$ cat config.mk
export PLATFORM = sky130hd
export DESIGN_NAME = ifetch_top
export DESIGN_NICKNAME = d
export VERILOG_FILES = /design/src/ifetch_pkg.sv /design/src/fetch_req_if.sv /design/src/fetch_ctrl.sv /design/src/icache_dma.sv /design/src/ifetch_top.sv
export VERILOG_INCLUDE_DIRS = /design/src
export SDC_FILE = /design/constraint.sdc
export NUM_CORES = 1
export LEC_CHECK = 0
export BUFFER_PORTS_ARGS = -buffer_cell sky130_fd_sc_hd__buf_2
export CAP_MARGIN = 20
export CORE_MARGIN = 2
export CORE_UTILIZATION = 47
export DETAILED_ROUTE_END_ITERATION = 12
export GPL_TIMING_DRIVEN = 1
export PLACE_DENSITY_LB_ADDON = 0.12
export SYNTH_ARGS = -nofsm -noshare
export SYNTH_HDL_FRONTEND = slang
export SYNTH_SLANG_ARGS = --single-unit
export TNS_END_PERCENT = 20
$ cat constraint.sdc
create_clock -name clk -period 2.6 [get_ports clk]
set_input_delay 0.39 -clock clk [delete_from_list [all_inputs] [get_ports clk]]
set_output_delay 0.39 -clock clk [all_outputs]
set_load 0.02 [all_outputs]
$ cat src/ifetch_consts.svh
`ifndef IFETCH_CONSTS_SVH
`define IFETCH_CONSTS_SVH

//////////////////////////////////////////////////////////////////////
// Fetch front end sizing
//////////////////////////////////////////////////////////////////////

// Address width, also the instruction word width
`define IFETCH_ADDR_W 32

// Log2 of words per line
// Four 32-bit words give a 128-bit line
`define IFETCH_OFFSET_W 2

// Decode buffer depth
// Also the credit count after reset
`define IFETCH_CREDITS 4

//////////////////////////////////////////////////////////////////////
// Boot
//////////////////////////////////////////////////////////////////////

// First PC out of reset
`define IFETCH_RESET_PC 32'h1c00_0000

`endif

$ cat src/ifetch_pkg.sv
package ifetch_pkg;

    //////////////////////////////////////////////////////////////////////
    // Fetch engine FSM
    //////////////////////////////////////////////////////////////////////

    // Idle takes a request, req holds the address phase,
    // wait sits until the line comes back
    typedef enum logic [1:0] {
        DMA_IDLE = 2'd0,
        DMA_REQ  = 2'd1,
        DMA_WAIT = 2'd2
    } dma_state_e;

    //////////////////////////////////////////////////////////////////////
    // Memory bus access size
    //////////////////////////////////////////////////////////////////////

    // Encoding as seen on the memory bus size field
    // Fetch only ever issues word
    typedef enum logic [1:0] {
        MEM_BYTE = 2'd0,
        MEM_HALF = 2'd1,
        MEM_WORD = 2'd2
    } mem_size_e;

endpackage

$ cat src/fetch_req_if.sv
`include "ifetch_consts.svh"

interface fetch_req_if;

    // Request side, one fetch at a time
    logic                          req_valid;
    logic [`IFETCH_ADDR_W-1:0]     req_addr;
    logic                          req_ready;

    // Response side
    // Single-cycle pulse, no ready, always taken by the controller
    logic                          resp_valid;
    // Low word is the requested address, high word the one after
    logic [2*`IFETCH_ADDR_W-1:0]   resp_pair;
    // High word present in the same line
    logic                          resp_second;

    // Controller view
    modport ctrl (
        output req_valid,
        output req_addr,
        input  req_ready,
        input  resp_valid,
        input  resp_pair,
        input  resp_second
    );

    // Fetch engine view
    modport dma (
        input  req_valid,
        input  req_addr,
        output req_ready,
        output resp_valid,
        output resp_pair,
        output resp_second
    );

endinterface

$ cat src/fetch_ctrl.sv
`include "ifetch_consts.svh"

module fetch_ctrl (
    input  logic                          clk,
    input  logic                          rstn,
    input  logic                          redirect,
    input  logic [`IFETCH_ADDR_W-1:0]     redirect_pc,
    input  logic                          credit_return,
    output logic                          fetch_valid,
    output logic [`IFETCH_ADDR_W-1:0]     fetch_pc,
    output logic [2*`IFETCH_ADDR_W-1:0]   fetch_pair,
    output logic                          fetch_second,
    fetch_req_if.ctrl                     bus
);

    localparam int ADDR_W   = `IFETCH_ADDR_W;
    localparam int CREDIT_W = $clog2(`IFETCH_CREDITS + 1);

    // Architectural fetch PC
    logic [ADDR_W-1:0]   pc;
    // One fetch sent to the engine, answer not yet back
    logic                outstanding;
    // Outstanding fetch belongs to the old path
    logic                stale;
    // Free slots in the decode buffer
    logic [CREDIT_W-1:0] credits;

    logic                req_fire;
    logic                resp_take;
    logic [ADDR_W-1:0]   pc_step;

    //////////////////////////////////////////////////////////////////////
    // Request to fetch engine
    //////////////////////////////////////////////////////////////////////

    // Need a free decode slot and an idle bus
    assign bus.req_valid = (credits != '0) && !outstanding;
    assign bus.req_addr  = pc;
    assign req_fire      = bus.req_valid && bus.req_ready;

    // Response goes to decode only if it is on the current path
    // A redirect in the same cycle kills it as well
    assign resp_take = bus.resp_valid && !stale && !redirect;

    // Two words consumed when the pair is full
    assign pc_step = bus.resp_second ? ADDR_W'(8) : ADDR_W'(4);

    //////////////////////////////////////////////////////////////////////
    // PC and in-flight tracking
    //////////////////////////////////////////////////////////////////////

    // Redirect wins over sequential advance
    always_ff @(posedge clk or negedge rstn) begin
        if (!rstn) begin
            pc <= `IFETCH_RESET_PC;
        end else if (redirect) begin
            pc <= redirect_pc;
        end else if (resp_take) begin
            pc <= pc + pc_step;
        end
    end

    // Request and response never share a cycle
    always_ff @(posedge clk or negedge rstn) begin
        if (!rstn) begin
            outstanding <= 1'b0;
        end else if (req_fire) begin
            outstanding <= 1'b1;
        end else if (bus.resp_valid) begin
            outstanding <= 1'b0;
        end
    end

    // Mark the in-flight fetch as wrong path
    // Includes a request leaving in the redirect cycle itself
    always_ff @(posedge clk or negedge rstn) begin
        if (!rstn) begin
            stale <= 1'b0;
        end else if (bus.resp_valid) begin
            // Dropped or delivered, either way nothing left in flight
            stale <= 1'b0;
        end else if (redirect && (outstanding || req_fire)) begin
            stale <= 1'b1;
        end
    end

    //////////////////////////////////////////////////////////////////////
    // Decode credits
    //////////////////////////////////////////////////////////////////////

    // Spend and return together cancel out
    always_ff @(posedge clk or negedge rstn) begin
        if (!rstn) begin
            credits <= CREDIT_W'(`IFETCH_CREDITS);
        end else if (credit_return && !resp_take) begin
            credits <= credits + 1'b1;
        end else if (resp_take && !credit_return) begin
            credits <= credits - 1'b1;
        end
    end

    //////////////////////////////////////////////////////////////////////
    // Output to decode
    //////////////////////////////////////////////////////////////////////

    // One cycle after the engine response
    always_ff @(posedge clk or negedge rstn) begin
        if (!rstn) begin
            fetch_valid <= 1'b0;
        end else begin
            fetch_valid <= resp_take;
        end
    end

    // PC has not moved since the request, so it tags the pair
    always_ff @(posedge clk) begin
        if (resp_take) begin
            fetch_pc     <= pc;
            fetch_pair   <= bus.resp_pair;
            fetch_second <= bus.resp_second;
        end
    end

endmodule

$ cat src/icache_dma.sv
`include "ifetch_consts.svh"

module icache_dma
    import ifetch_pkg::*;
(
    input  logic                                               clk,
    input  logic                                               rstn,
    fetch_req_if.dma                                           bus,
    output logic                                               mem_req,
    output logic [`IFETCH_ADDR_W-1:0]                          mem_addr,
    output mem_size_e                                          mem_size,
    input  logic                                               mem_addr_ok,
    input  logic                                               mem_data_ok,
    input  logic [(`IFETCH_ADDR_W << `IFETCH_OFFSET_W)-1:0]    mem_rdata
);

    localparam int ADDR_W   = `IFETCH_ADDR_W;
    localparam int OFFSET_W = `IFETCH_OFFSET_W;
    localparam int WORDS    = 1 << OFFSET_W;
    // Byte offset bits below the line boundary
    localparam int LINE_LSB = OFFSET_W + 2;

    dma_state_e state_q;
    dma_state_e state_d;

    // Word address of the pending fetch, byte bits dropped
    logic [ADDR_W-1:2]     addr_q;

    logic                  data_fire;
    logic [OFFSET_W-1:0]   offset;
    logic [OFFSET_W-1:0]   next_offset;
    logic                  last_word;
    logic [ADDR_W-1:0]     lo_word;
    logic [ADDR_W-1:0]     hi_word;

    logic                  resp_valid_q;
    logic [2*ADDR_W-1:0]   resp_pair_q;
    logic                  resp_second_q;

    //////////////////////////////////////////////////////////////////////
    // Bus FSM
    //////////////////////////////////////////////////////////////////////

    always_ff @(posedge clk or negedge rstn) begin
        if (!rstn) begin
            state_q <= DMA_IDLE;
        end else begin
            state_q <= state_d;
        end
    end

    // Idle -> address phase -> data phase -> idle
    always_comb begin
        state_d = state_q;
        case (state_q)
            DMA_IDLE: begin
                if (bus.req_valid) begin
                    state_d = DMA_REQ;
                end
            end
            DMA_REQ: begin
                // Address held until memory takes it
                if (mem_addr_ok) begin
                    state_d = DMA_WAIT;
                end
            end
            DMA_WAIT: begin
                if (mem_data_ok) begin
                    state_d = DMA_IDLE;
                end
            end
            default: begin
                state_d = DMA_IDLE;
            end
        endcase
    end

    // Only accept work when the bus is free
    assign bus.req_ready = (state_q == DMA_IDLE);

    // Request starts the cycle after the accept
    assign mem_req  = (state_q == DMA_REQ);
    // Whole line, always aligned
    assign mem_addr = {addr_q[ADDR_W-1:LINE_LSB], {LINE_LSB{1'b0}}};
    assign mem_size = MEM_WORD;

    // Capture address on the request handshake
    always_ff @(posedge clk) begin
        if (bus.req_valid && bus.req_ready) begin
            addr_q <= bus.req_addr[ADDR_W-1:2];
        end
    end

    //////////////////////////////////////////////////////////////////////
    // Dual-word select
    //////////////////////////////////////////////////////////////////////

    assign data_fire   = (state_q == DMA_WAIT) && mem_data_ok;
    assign offset      = addr_q[LINE_LSB-1:2];
    // Wraps on the last word, masked below
    assign next_offset = OFFSET_W'(offset + 1'b1);
    assign last_word   = (offset == OFFSET_W'(WORDS - 1));

    // Word at the requested address
    assign lo_word = mem_rdata[offset*ADDR_W +: ADDR_W];
    // Following word, zero past the end of the line
    assign hi_word = last_word ? '0 : mem_rdata[next_offset*ADDR_W +: ADDR_W];

    //////////////////////////////////////////////////////////////////////
    // Response
    //////////////////////////////////////////////////////////////////////

    // Pulse one cycle after data
    always_ff @(posedge clk or negedge rstn) begin
        if (!rstn) begin
            resp_valid_q <= 1'b0;
        end else begin
            resp_valid_q <= data_fire;
        end
    end

    always_ff @(posedge clk) begin
        if (data_fire) begin
            resp_pair_q   <= {hi_word, lo_word};
            resp_second_q <= !last_word;
        end
    end

    assign bus.resp_valid  = resp_valid_q;
    assign bus.resp_pair   = resp_pair_q;
    assign bus.resp_second = resp_second_q;

endmodule

$ cat src/ifetch_top.sv
`include "ifetch_consts.svh"

module ifetch_top (
    input  logic                                               clk,
    input  logic                                               rstn,

    // Branch redirect from the back end
    input  logic                                               redirect,
    input  logic [`IFETCH_ADDR_W-1:0]                          redirect_pc,

    // Decode side, credit based
    input  logic                                               credit_return,
    output logic                                               fetch_valid,
    output logic [`IFETCH_ADDR_W-1:0]                          fetch_pc,
    output logic [2*`IFETCH_ADDR_W-1:0]                        fetch_pair,
    output logic                                               fetch_second,

    // Instruction memory bus
    output logic                                               mem_req,
    output logic [`IFETCH_ADDR_W-1:0]                          mem_addr,
    // Size code, 2 is word
    output logic [1:0]                                         mem_size,
    input  logic                                               mem_addr_ok,
    input  logic                                               mem_data_ok,
    input  logic [(`IFETCH_ADDR_W << `IFETCH_OFFSET_W)-1:0]    mem_rdata
);

    //////////////////////////////////////////////////////////////////////
    // Controller to engine link
    //////////////////////////////////////////////////////////////////////

    fetch_req_if fetch_bus ();

    //////////////////////////////////////////////////////////////////////
    // PC, credits and redirect
    //////////////////////////////////////////////////////////////////////

    fetch_ctrl fetch_ctrl_inst (
        .clk           (clk),
        .rstn          (rstn),
        .redirect      (redirect),
        .redirect_pc   (redirect_pc),
        .credit_return (credit_return),
        .fetch_valid   (fetch_valid),
        .fetch_pc      (fetch_pc),
        .fetch_pair    (fetch_pair),
        .fetch_second  (fetch_second),
        .bus           (fetch_bus.ctrl)
    );

    //////////////////////////////////////////////////////////////////////
    // Uncached line fetch
    //////////////////////////////////////////////////////////////////////

    // Enum size output lands on the plain 2-bit port
    icache_dma icache_dma_inst (
        .clk         (clk),
        .rstn        (rstn),
        .bus         (fetch_bus.dma),
        .mem_req     (mem_req),
        .mem_addr    (mem_addr),
        .mem_size    (mem_size),
        .mem_addr_ok (mem_addr_ok),
        .mem_data_ok (mem_data_ok),
        .mem_rdata   (mem_rdata)
    );

endmodule

**Word-level counts from Yosys, hierarchy flattened**

Index checks and enable logic that the tools add are counted.

- Register bits after elaboration: 233
- Bits of input ports: 166
- Logic and storage cells: 61
- Output and inout port bits: 133

- Add/subtract/negate cells: 4
- Reductions and logical operators: 22
- Shifts and indexed selects: 2
- Eq/ne operators: 6
- Multiplexer cells: 13

Operators by type and width:

| cell | count |
|---|---|
| indexed part select 128 x 8 -> 32 bit | 2 |
| two-way mux 32 bit | 2 |
| adder 32 bit | 1 |
| logical AND 1 bit | 8 |
| nonzero test 2 bit | 4 |
| logical NOT 1 bit | 6 |
| two-way mux 2 bit | 3 |
| two-way mux 3 bit | 2 |
| case mux 2 bit (3 select lines) | 1 |
| == test 2 bit (second input constant) | 2 |
| two-way mux 1 bit | 4 |
| two-way mux 4 bit | 1 |
| != test 2 x 1 -> 1 bit (second input constant) | 2 |
| adder 3 x 1 -> 3 bit (second input constant) | 1 |
| AND reduction 3 bit | 1 |
| nonzero test 3 bit | 1 |
| subtractor 3 x 1 -> 3 bit (second input constant) | 1 |
| adder 2 x 1 -> 2 bit (second input constant) | 1 |
| == test 2 x 1 -> 1 bit (second input constant) | 1 |
| logical NOT 2 bit | 1 |
| != test 2 bit (second input constant) | 1 |
| logical OR 1 bit | 1 |

**Longest topological paths before layout**

Gate-level depths: netlist of the first run.

- Word-level depth: 7
- Mapped depth: 9
- Depth with buffers taken out: 8

**Hierarchy**

Synthesis of the first run repeated with hierarchy kept, for this count alone.

- Cell total of the unflattened synthesis: 624
- Area, all modules: 10095.9 µm²

By module, submodules not included:

| module | seq. area each (µm²) | area each (µm²) | cells each | instances |
|---|---|---|---|---|
| fetch_ctrl | 3868.7 | 5072.4 | 327 | 1 |
| icache_dma | 2927.8 | 5023.6 | 297 | 1 |

**Worst setup path after synthesis of the first run**

Ideal clock, no wire load.

- Path kind: input -> register
- Start: input port redirect
- End: register fetch_ctrl_inst.fetch_pair[0] (enable)
- Library setup time: 0.451 ns
- Path buffers: 1
- Arrival time: 2.662 ns
- Cell stages on the path: 4
- Setup slack: -0.513 ns
- Path through: inv_2 > buf_4 > nand3_1 > inv_1

- Longest elaborated chain between the ends: 2

Ends and longest elaborated chain:

| item | line | RTL |
|---|---|---|
| from (decl) | ifetch_top.sv:8 | `input logic redirect,` |
| logical NOT 1 bit | fetch_ctrl.sv:43 | `assign resp_take = bus.resp_valid && !stale && !redirect;` |
| logical AND 1 bit | fetch_ctrl.sv:43 |  |
| via fetch_ctrl_inst.resp_take | fetch_ctrl.sv:29 | `logic resp_take;` |
| to (signal assigned) | fetch_ctrl.sv:119 | `fetch_pair <= bus.resp_pair;` |
| to (decl) | fetch_ctrl.sv:11 | `` output logic [2*`IFETCH_ADDR_W-1:0] fetch_pair, `` |

The timed path passes the listed nets, and every way through them passes these cells.
A chain may end at the register's enable or synchronous reset.

**Final worst setup path of the first run**

- Start: register icache_dma_inst.resp_second_q (netlist: icache_dma_inst.bus.resp_second)
- End: register fetch_ctrl_inst.pc[18] (netlist: fetch_ctrl_inst.bus.req_addr[18])

- Longest elaborated chain between the ends: 4

Ends and longest elaborated chain:

| item | line | RTL |
|---|---|---|
| from (decl) | icache_dma.sv:38 | `logic resp_second_q;` |
| from (signal assigned) | icache_dma.sv:125 | `resp_second_q <= !last_word;` |
| two-way mux 4 bit | fetch_ctrl.sv:46 | `assign pc_step = bus.resp_second ? ADDR_W'(8) : ADDR_W'(4);` |
| adder 32 bit | fetch_ctrl.sv:59 | `pc <= pc + pc_step;` |
| two-way mux 32 bit | fetch_ctrl.sv:58 | `end else if (resp_take) begin` |
| two-way mux 32 bit | fetch_ctrl.sv:56 | `end else if (redirect) begin` |
| to (signal assigned) | fetch_ctrl.sv:55 | `` pc <= `IFETCH_RESET_PC; `` |
| to (signal assigned) | fetch_ctrl.sv:57 | `pc <= redirect_pc;` |
| to (signal assigned) | fetch_ctrl.sv:59 |  |
| to (decl) | fetch_ctrl.sv:20 | `logic [ADDR_W-1:0] pc;` |

Every way passes these cells. The select of a mux whose other input is x is not followed.

==> flow_metrics.tcl, run 1 <==
set metrics [dict create \
    run_status "completed" \
    antenna_cells 0 \
    cts.repair.resized 0 \
    yosys_most_used_dff "edfxtp_1" \
    htree_levels 1 \
    final-instance-count-excl-fill 1150 \
    largest_family_of_logic_cells_by_synthesized_area "multiplexers" \
    layout.cells.most_common "buf_2" \
    crit_arrival_ns 2.87 \
    hold_class "in -> async" \
    layout_worst_path_cycle_share 0.936 \
    drcViolationCount 0 \
    num-fill-cells 1702 \
    dp_hpwl_mm 15.4 \
    fin_nets 1029 \
    yosysTopAreaCellShare 0.575 \
    port_buffers 292 \
    worst_slew_margin_rel 0.342 \
    grt_pass1_vias 6132 \
    floorplan.core_area_um2 21000 \
    flop_and_latch_count_out_of_synthesis 233 \
    part_of_the_yosys_area_used_for_sequential_elements 0.678 \
    layout.cells.most_common_list "buf_2 (292), edfxtp_1 (192), mux4_2 (64)" \
    number_of_buffers_created_by_cts 24 \
    timing.setup.tns_ns 0 \
    setup_repair_after_global_routing_missed_its_margin "false" \
    final-max-slew-violation-count 0 \
    dr.pass1.iters 4 \
    critical_path.most_common_cell "inv_1" \
    ir_drop_uv 478 \
    placement_rows 53 \
    timing.critical_path.max_delay_family "simple AND/OR/NAND/NOR gates" \
    synth_adder_area_share 0.00898 \
    power.static_leakage_nw 4.77 \
    xor_xnor_share_of_the_synthesized_area 0.00961 \
    synth.avg_cell_area_um2 17.1 \
    number_of_buffers_between_clock_root_and_the_deepest_sink 3 \
    synth.largest_area_cell "edfxtp_1" \
    grt_busiest_layer "met2" \
    sequential_cell_area_um2 6800 \
    cts.clk_slew.worst_paths_ns 0.07 \
    clock_skew_ns 0.0133 \
    vias 6162 \
    fp.dieArea_um2 22500 \
    use_met3 0.0466 \
    synthToLayoutAreaGrowth_pct 24.2 \
    globalRouteMet1Util 0.234 \
    clock_latency_ns 0.51 \
    grt_max_degree 67 \
    post_drt_wl_per_cell_um 18.9 \
    yosysWarningCount 0 \
    ctsHoldBuffers 0 \
    worst_ep_required_time_ns 3.03 \
    groute.usage.overall 0.189 \
    final-hold-violation-count 0 \
    ant_nets 0 \
    startpoint_type "register" \
    multi_input_area_um2 2800 \
    drt_first_iter_violations 379 \
    power_density_nw_per_um2 845 \
    cpPeakStageDelay_ns 0.51 \
    io-pin-count 299 \
    final_period_minus_worst_setup_slack_ns 2.43 \
    netlist_area_um2 10000 \
    yosys-mux-area-fraction 0.148 \
    synth_compound_area_frac 0.0342 \
    floorplan.die.width_um 150 \
    synthCells 587 \
    cts_tree "built" \
    via_per_inst 5.36 \
    synth.top_cells.by_area "edfxtp_1 (57%), mux4_2 (14%), dfrtp_1 (9.2%)" \
    grt-ovfl-total 0 \
    max_freq_ghz 0.411 \
    critical_path.endpoint_type "register" \
    post_route_cells_drive_above_1_share 0.485 \
    critical_path.max_fanout 15 \
    synth-async-reset-ratio 0.176 \
    cpMaxStageDelayCell "or4_1" \
    worst_pin_slew_ns 0.987 \
    initial_antenna_violation_count 0 \
    post_cts.repair.setup_buffers 0 \
    setup.worst_path.class "reg -> reg" \
    synth_edf_count 192 \
    setup_viol 0 \
    grt_pass1_wl_mm 32.8 \
    cp_num_buf_inv 3 \
    max_cap_check_violation_count 0 \
    ctsRootBufferMaster "clkbuf_16" \
    synth_simple_gate_area_frac 0.0757 \
    place_congestion 0.781 \
    timing.critical_path.cells "inv_1 -> ha_1 -> inv_1 -> fa_1 -> nor3b_2 -> nand3_1 -> buf_4 -> or4_1 -> a31oi_1" \
    floorplan.die.height_um 150 \
    initial_cell_density_of_the_core 0.479 \
    global_route.usage.met2 0.333 \
    count_of_placed_standard_cells_including_taps 1106 \
    wl_mm 21.8 \
    tritoncts_num_sinks 233 \
    ys_types 46 \
]
[power breakdown]
part | switching, mW | internal (mW)
clock network | 1.39 | 2.18
logic | 1.08 | 1.04
registers | 0.190 | 4.64
[Yosys cell counts, types with 2 or more instances]
library cell	n
a21oi_1	3
a31oi_1	17
and2_1	33
and3_1	3
buf_1	4
buf_2	8
buf_4	35
clkbuf_1	16
conb_1	2
dfrtp_1	37
dfstp_2	4
edfxtp_1	192
fa_1	2
ha_1	4
inv_1	15
mux2_2	3
mux4_2	64
nand2_1	18
nand2b_1	2
nand3_1	16
nand4_1	5
nor2_1	21
nor3_1	3
o211ai_1	2
o21ai_0	17
o31ai_1	14
or4_1	19
xnor2_1	4
xor2_1	7
[kinds of logic after synthesis]
family                     after synthesis
AOI/OAI and AO/OA                       55
xor gates and xnor gates                11
adders and majority gates                6
buffers and inverters                   80
DFF                                    233
muxes                                   68
other                                    2
and+or+nand+nor                        132
[flip-flops by register name (all words and copies together), names as in the netlist]
name and count:
fetch_ctrl_inst.fetch_pair 64, icache_dma_inst.bus.resp_pair 64, fetch_ctrl_inst.bus.req_addr 32, fetch_ctrl_inst.fetch_pc 32, icache_dma_inst.addr_q 30, fetch_ctrl_inst.credits 3, icache_dma_inst.state_q 2, fetch_ctrl_inst.fetch_second 1
fetch_ctrl_inst.fetch_valid 1, fetch_ctrl_inst.outstanding 1, fetch_ctrl_inst.stale 1, icache_dma_inst.bus.resp_second 1, icache_dma_inst.bus.resp_valid 1
[stage by stage]
stage	area [um^2]	worst slack [ns]	hold WS, ns	util	total power [mW]
floorplan	10000	0.0258	0.0944	-	6.51
global placement	11600	0.300	0.401	0.554	6.97
detailed placement	11600	0.199	0.405	0.554	7.05
CTS	12500	0.172	0.0621	0.594	10.6
global route	12500	0.0192	0.0947	0.594	11.0
finish	12500	0.165	0.0431	0.594	10.5
[cell type report]
cell class                      instances  area share
Sequential cell                       233       0.546
Multi-Input combinational cell        278       0.225
Timing Repair Buffer                  304       0.130
Clock buffer                           28      0.0519
Tap cell                              275      0.0276
Clock inverter                         16      0.0150
Inverter                               16     0.00512
[final timing paths]
path / depth (start not counted) / startpoint / slack (ns) / endpoint
worst max-delay path: 9 / icache_dma_inst.bus.resp_second / 0.17 / fetch_ctrl_inst.bus.req_addr[18]
worst min-delay path: 1 / rstn / 0.04 / fetch_ctrl_inst.bus.req_addr[21]
worst max register to register: 9 / icache_dma_inst.bus.resp_second / 0.17 / fetch_ctrl_inst.bus.req_addr[18]
worst min register to register: 0 / icache_dma_inst.bus.resp_pair[54] / 0.41 / fetch_ctrl_inst.fetch_pair[54]
max in group asynchronous: 1 / rstn / 1.94 / fetch_ctrl_inst.credits[0]
min in group clk: 2 / mem_addr_ok / 0.10 / icache_dma_inst.state_q[0]
[metal layers]
metal / vias up / share of wire
met1: 3038 / 0.38
met5: - / 0
li1: 2817 / -
met2: 281 / 0.52
met3: 26 / 0.087
met4: 0 / 0.016
No activity file was read; power rests on OpenSTA's default activity.
==> run 2: changes to the inputs <==
- SYNTH_HIERARCHICAL: unset -> 1
==> flow_metrics.tcl, run 2 <==
set metrics [dict create \
    clock_skew_ns 0.00853 \
    global_route.usage.met2 0.330 \
    synth.top_cells.by_area "edfxtp_1 (57%), dfrtp_1 (9.2%), mux4_2 (7.1%)" \
    placement_rows 53 \
    worst_ep_required_time_ns 3.00 \
    tritoncts_num_sinks 233 \
    hold-worst-slack_ns 0.0357 \
    final-hold-violation-count 0 \
    layout.cells.most_common "buf_2" \
    timing.setup.tns_ns 0 \
    setup_viol 0 \
    power_density_nw_per_um2 846 \
    critical_path.most_common_cell "inv_1" \
    max_cap_check_violation_count 0 \
    ctsRootBufferMaster "clkbuf_16" \
    io-pin-count 299 \
    post_cts.repair.setup_buffers 0 \
    cts.clk_slew.worst_paths_ns 0.06 \
    ant_nets 0 \
    max_freq_ghz 0.418 \
    place_congestion 0.827 \
    dp_hpwl_mm 15.9 \
    synthToLayoutAreaGrowth_pct 22.6 \
    run_status "completed" \
    setup.worst_path.class "reg -> reg" \
    synthCells 624 \
    reg2reg_slack_ns 0.21 \
    drt_first_iter_violations 265 \
    number_of_buffers_created_by_cts 23 \
    fin_nets 1065 \
    setup_repair_after_global_routing_missed_its_margin "false" \
    worst_slew_margin_rel 0.375 \
    yosys.cell_count.top_type "edfxtp_1" \
    groute.usage.overall 0.189 \
    ys_types 50 \
    grt_pass1_wl_mm 32.7 \
    synth-async-reset-ratio 0.176 \
    floorplan.core_area_um2 21000 \
    final.setup.worst_slack_ns 0.209 \
    post_drt_wl_per_cell_um 18.5 \
    synth_edf_count 192 \
    grt_max_degree 67 \
    ctsHoldBuffers 0 \
    flop_and_latch_count_out_of_synthesis 233 \
    synth.largest_area_cell "edfxtp_1" \
    dr.pass1.iters 4 \
    globalRouteMet1Util 0.230 \
    critical_path.max_fanout 9 \
    wl_mm 21.9 \
    via_per_inst 5.17 \
    final-max-slew-violation-count 0 \
    floorplan.die.width_um 151 \
    ir_drop_uv 430 \
    layout.cells.most_common_list "buf_2 (292), edfxtp_1 (192), mux2i_1 (65)" \
    post_route_cells_drive_above_1_share 0.441 \
    r2r_cells 9 \
    port_buffers 292 \
    yosys_most_used_dff "edfxtp_1" \
    fp.dieArea_um2 22700 \
    initial_antenna_violation_count 0 \
    antenna_cells 0 \
    layout_worst_path_cycle_share 0.919 \
    grt_pass1_vias 6265 \
    netlist_area_um2 10100 \
    dp_slack_ns 0.0111 \
    drcViolationCount 0 \
    final_period_minus_worst_setup_slack_ns 2.39 \
    clock_latency_ns 0.50 \
    cts_tree "built" \
    grt-ovfl-total 0 \
    crit_arrival_ns 2.79 \
    grt_busiest_layer "met2" \
    number_of_buffers_between_clock_root_and_the_deepest_sink 3 \
    cpPeakStageDelay_ns 0.42 \
    timing.critical_path.cells "inv_1 -> ha_1 -> inv_1 -> fa_1 -> nor3b_4 -> nand4_4 -> nor4_1 -> xnor2_1 -> o21ai_1" \
    initial_cell_density_of_the_core 0.480 \
    yosysWarningCount 6 \
    power.static_leakage_nw 4.95 \
    num-fill-cells 1681 \
    cpMaxStageDelayCell "fa_1" \
    use_met3 0.0479 \
    floorplan.die.height_um 151 \
    vias 6116 \
    yosysTopAreaCellShare 0.571 \
    final_core_utilization 0.589 \
    hold_class "in -> async" \
    worst_pin_slew_ns 0.937 \
    part_of_the_yosys_area_used_for_sequential_elements 0.673 \
    htree_levels 1 \
    startpoint_type "register" \
    synth.avg_cell_area_um2 16.2 \
    synth.cells.most_frequent "edfxtp_1 (192), mux2i_1 (65), nand2_1 (42), buf_4 (37), dfrtp_1 (37)" \
    critical_path.endpoint_type "register" \
]
run 2: cell types whose count changed after synthesis, moves of 9 or more:
cell and delta:
mux2i_1 +64, mux4_2 -32, and2_1 -31, o22ai_1 +28
nand2_1 +24, or4_1 -19, xnor2_1 +19, a31oi_1 -17
o31ai_1 -14, clkbuf_1 -12, o21ai_1 +11, buf_6 +10
nor2_1 -9
run 2: what timing repair did:
action,4_1_cts,5_1_grt
resized for setup,1,3
endpoints found under the setup margin,1,6
pin swaps,0,1
hold endpoints to repair,0,0
run 2: per-layer routing:
layer  up-vias  part of all wire
met2       239              0.51
met1      2948              0.38
met5         -                 0
met3        45             0.084
li1       2884                 -
met4         0             0.027
run 2: final timing paths:
check                                                  start                               end
max in group asynchronous                               rstn   fetch_ctrl_inst/bus.req_addr[7]
setup reg to reg             icache_dma_inst/bus.resp_second  fetch_ctrl_inst/bus.req_addr[28]
hold reg to reg            icache_dma_inst/bus.resp_pair[18]    fetch_ctrl_inst/fetch_pair[18]
hold / removal                                          rstn       fetch_ctrl_inst/fetch_valid
min in group clk                             redirect_pc[31]  fetch_ctrl_inst/bus.req_addr[31]
setup / recovery             icache_dma_inst/bus.resp_second  fetch_ctrl_inst/bus.req_addr[28]
run 2: worst max-delay path: cells and delay by family (launching register included):
family	cells	cell delay, ns
and+or+nand+nor	3	0.86
adders and majority gates	2	0.61
DFF	1	0.40
buffers and inverters	2	0.18
xor gates and xnor gates	1	0.16
AOI/OAI and AO/OA	1	0.08
run 2: layout make-up:
type                       count  area, um^2  share of cell area
inverter                      13        51.3             0.00414
timing repair buffer         305        1630               0.132
clock inverter                10        97.6             0.00788
clock buffer                  31         626              0.0505
sequential                   233        6800               0.549
tap                          275         344              0.0278
multi-input combinational    317        2830               0.229
run 2: power by group:
group / internal (mW) / switching, mW / leakage [nW]
Clock: 1.88 / 1.28 / 0.360
Sequential: 4.67 / 0.208 / 2.24
Combinational: 1.08 / 1.34 / 2.35
Total: 7.63 / 2.84 / 4.95
run 2: through the flow:
stage                     instance area (um^2)  power, mW  std cells
after CTS                                12400       10.6       1184
after global placement                   11600       7.33       1143
final                                    12400       10.5       1184
after global routing                     12400       11.0       1184
after detailed placement                 11600       7.40       1143
after floorplan                          10100       6.82        628
run 2: kinds of logic after synthesis:
logic type / synth area share
XOR/XNOR: 0.0269
buffers and inverters: 0.0532
adder cells (fa/ha/maj): 0.00892
AND/OR/NAND/NOR: 0.0558
AO/OA/AOI/OAI: 0.0421
flip-flops: 0.673
other: 0.000744
multiplexers: 0.139
==> run 3: changes to the inputs <==
- ABC_AREA: unset -> 1
- CORE_UTILIZATION: 47 -> 48
==> flow_metrics.tcl, run 3 <==
set metrics [dict create \
    io-pin-count 299 \
    synthCells 1190 \
    placement_rows 55 \
    initial_cell_density_of_the_core 0.491 \
    groute.usage.overall 0.228 \
    run_status "completed" \
    netlist_area_um2 11200 \
    grt_pass1_wl_mm 43.3 \
    setup_viol 0 \
    part_of_the_yosys_area_used_for_sequential_elements 0.608 \
    p_sw_mw 3.38 \
    fp.dieArea_um2 24500 \
    number_of_buffers_between_clock_root_and_the_deepest_sink 3 \
    fin_nets 1613 \
    port_buffers 292 \
    yosysWarningCount 6 \
    initial_antenna_violation_count 8 \
    worst_ep_required_time_ns 3.00 \
    drcViolationCount 0 \
    max_freq_ghz 0.479 \
    crit_arrival_ns 2.49 \
    number_of_buffers_created_by_cts 25 \
    swShare 0.298 \
    ctsRootBufferMaster "clkbuf_16" \
    cts.repair.resized 0 \
    htree_levels 1 \
    dr.pass1.iters 5 \
    timing.critical_path.cells "inv_1 -> ha_1 -> inv_1 -> fa_1 -> nor2_2 -> nand2_2 -> nor2_4 -> inv_2 -> nor2_2 -> nand2_1 -> nand2_1 -> nand3_1" \
    setup_repair_after_global_routing_missed_its_margin "false" \
    post_route_cells_drive_above_1_share 0.251 \
    worst_pin_slew_ns 0.565 \
    ant_nets 0 \
    flop_and_latch_count_out_of_synthesis 233 \
    synth.avg_cell_area_um2 9.39 \
    final-hold-violation-count 0 \
    synth.cells.most_frequent "nand2_1 (313), edfxtp_1 (192), inv_1 (178), a21oi_1 (106), nand3_1 (102)" \
    dp_hpwl_mm 19.7 \
    synth.top_cells.by_area "edfxtp_1 (52%), nand2_1 (11%), dfrtp_1 (8.3%)" \
    critical_path.endpoint_type "register" \
    cts.clk_slew.worst_paths_ns 0.06 \
    ys_types 31 \
    yosys.cell_count.top_type "nand2_1" \
    final-max-slew-violation-count 0 \
    power.sequential.fraction 0.432 \
    report.power.total_mw 11.4 \
    synth_edf_count 192 \
    final-instance-count-excl-fill 1778 \
    vias 8791 \
    post_drt_wl_per_cell_um 15.9 \
    setup.worst_path.class "reg -> reg" \
    layout_worst_path_cycle_share 0.804 \
    count_of_placed_standard_cells_including_taps 1726 \
    synthToLayoutAreaGrowth_pct 21.8 \
    startpoint_type "register" \
    yosysTopAreaCellShare 0.516 \
    drt_first_iter_violations 585 \
    pwr-share-comb 0.231 \
    clock_skew_ns 0.00676 \
    grt-ovfl-total 0 \
    ir_drop_uv 602 \
    timing.setup.tns_ns 0 \
    wl_mm 28.3 \
    cts_tree "built" \
    power.internal_mw 7.97 \
    floorplan.die.width_um 157 \
    final_period_minus_worst_setup_slack_ns 2.09 \
    layout.cells.most_common_list "nand2_1 (313), buf_2 (292), edfxtp_1 (192)" \
    power.static_leakage_nw 6.19 \
    via_per_inst 4.94 \
    multi_input_area_um2 3170 \
    critical_path.max_fanout 5 \
    tritoncts_num_sinks 233 \
    grt_pass1_vias 8176 \
    num-fill-cells 1971 \
    sequential_cell_area_um2 6800 \
    clock_latency_ns 0.51 \
    cpPeakStageDelay_ns 0.44 \
    grt_max_degree 129 \
    place_congestion 0.882 \
    power_density_nw_per_um2 834 \
    hold-worst-slack_ns 0.0776 \
    floorplan.die.height_um 157 \
    p_clk_frac 0.337 \
    layout.cells.most_common "nand2_1" \
    yosys_most_used_dff "edfxtp_1" \
    worst_slew_margin_rel 0.624 \
    synth-async-reset-ratio 0.176 \
    cpMaxStageDelayCell "fa_1" \
    synth.largest_area_cell "edfxtp_1" \
    max_cap_check_violation_count 0 \
    floorplan.core_area_um2 22800 \
    hold_class "in -> reg" \
]
[run 3: cell count changes in the layout (fill, tap and decap cells not counted), sizes merged, moves of 6 or more]
cell | previous run | this run
a21oi | 3 | 106
o21ai | 31 | 73
nor2 | 12 | 56
xnor2 | 23 | 4
inv | 13 | 180
mux2i | 65 | 0
mux4 | 32 | 0
nand2 | 42 | 315
diode | 0 | 6
o22ai | 32 | 1
nand3 | 10 | 102
nor3 | 15 | 0
[run 3: area by class of cell]
type	instances	area share
tap	313	0.0288
clock buffer	30	0.0488
antenna	6	0.00110
timing repair buffer	308	0.122
sequential	233	0.499
inverter	181	0.0502
clock inverter	15	0.0172
multi-input combinational	692	0.233
[run 3: worst paths after layout]
kind | endpoint | slack, ns | from | cells after the start
hold reg to reg | fetch_ctrl_inst/fetch_pair[15] | 0.41 | icache_dma_inst/bus.resp_pair[15] | 0
hold / removal | icache_dma_inst/state_q[1] | 0.08 | mem_data_ok | 2
setup reg to reg | fetch_ctrl_inst/bus.req_addr[22] | 0.51 | icache_dma_inst/bus.resp_second | 12
min in group asynchronous | fetch_ctrl_inst/bus.req_addr[0] | 0.52 | rstn | 3
setup / recovery | fetch_ctrl_inst/bus.req_addr[22] | 0.51 | icache_dma_inst/bus.resp_second | 12
max in group asynchronous | fetch_ctrl_inst/bus.req_addr[26] | 1.69 | rstn | 3
[run 3: logic make-up after synthesis]
group	after synthesis	share of synthesized area
AO/OA/AOI/OAI	191	0.0880
XOR/XNOR	12	0.00941
adder cells (fa/ha/maj)	6	0.00806
buffers and inverters	269	0.110
flip-flops	233	0.608
multiplexers	1	0.00101
other	2	0.000672
AND/OR/NAND/NOR	476	0.175
[run 3: timing repair]
item	in CTS	in global routing
setup buffers	0	0
endpoints found under the hold margin	37	0
hold buffers	1	0
[run 3: power groups by stage]
stage          sequential [mW]  combinational [mW]  clock, mW
2_1_floorplan             4.95                2.00          0
3_3_place_gp              4.97                2.59          0
3_5_place_dp              4.98                2.63          0
4_1_cts                   4.91                2.64       3.90
5_1_grt                   4.95                2.96       4.05
6_report                  4.90                2.63       3.83
[run 3: metal layers]
layer	part of all wire	wire (um)	vias up	track usage
li1	-	-	4358	-
met1	0.40	11200	4035	0.286
met2	0.49	13900	347	0.392
met3	0.088	2500	47	0.0529
met4	0.024	666	4	0.0708
met5	0.00085	24	-	0
[run 3: through the flow]
stage                     instance area, um^2  setup slack, ns  utilization
after floorplan                         11200            0.120            -
after global placement                  12700            0.586        0.557
after global routing                    13600            0.305        0.597
after CTS                               13600            0.505        0.597
after detailed placement                12700            0.518        0.557
final                                   13600            0.510        0.598
[run 3: critical path, delay by kind of cell, from the launching register on]
kind                       cells  cell delay (ns)
DFF                            1             0.41
adders and majority gates      2             0.61
buffers and inverters          3             0.23
and+or+nand+nor                7             0.71
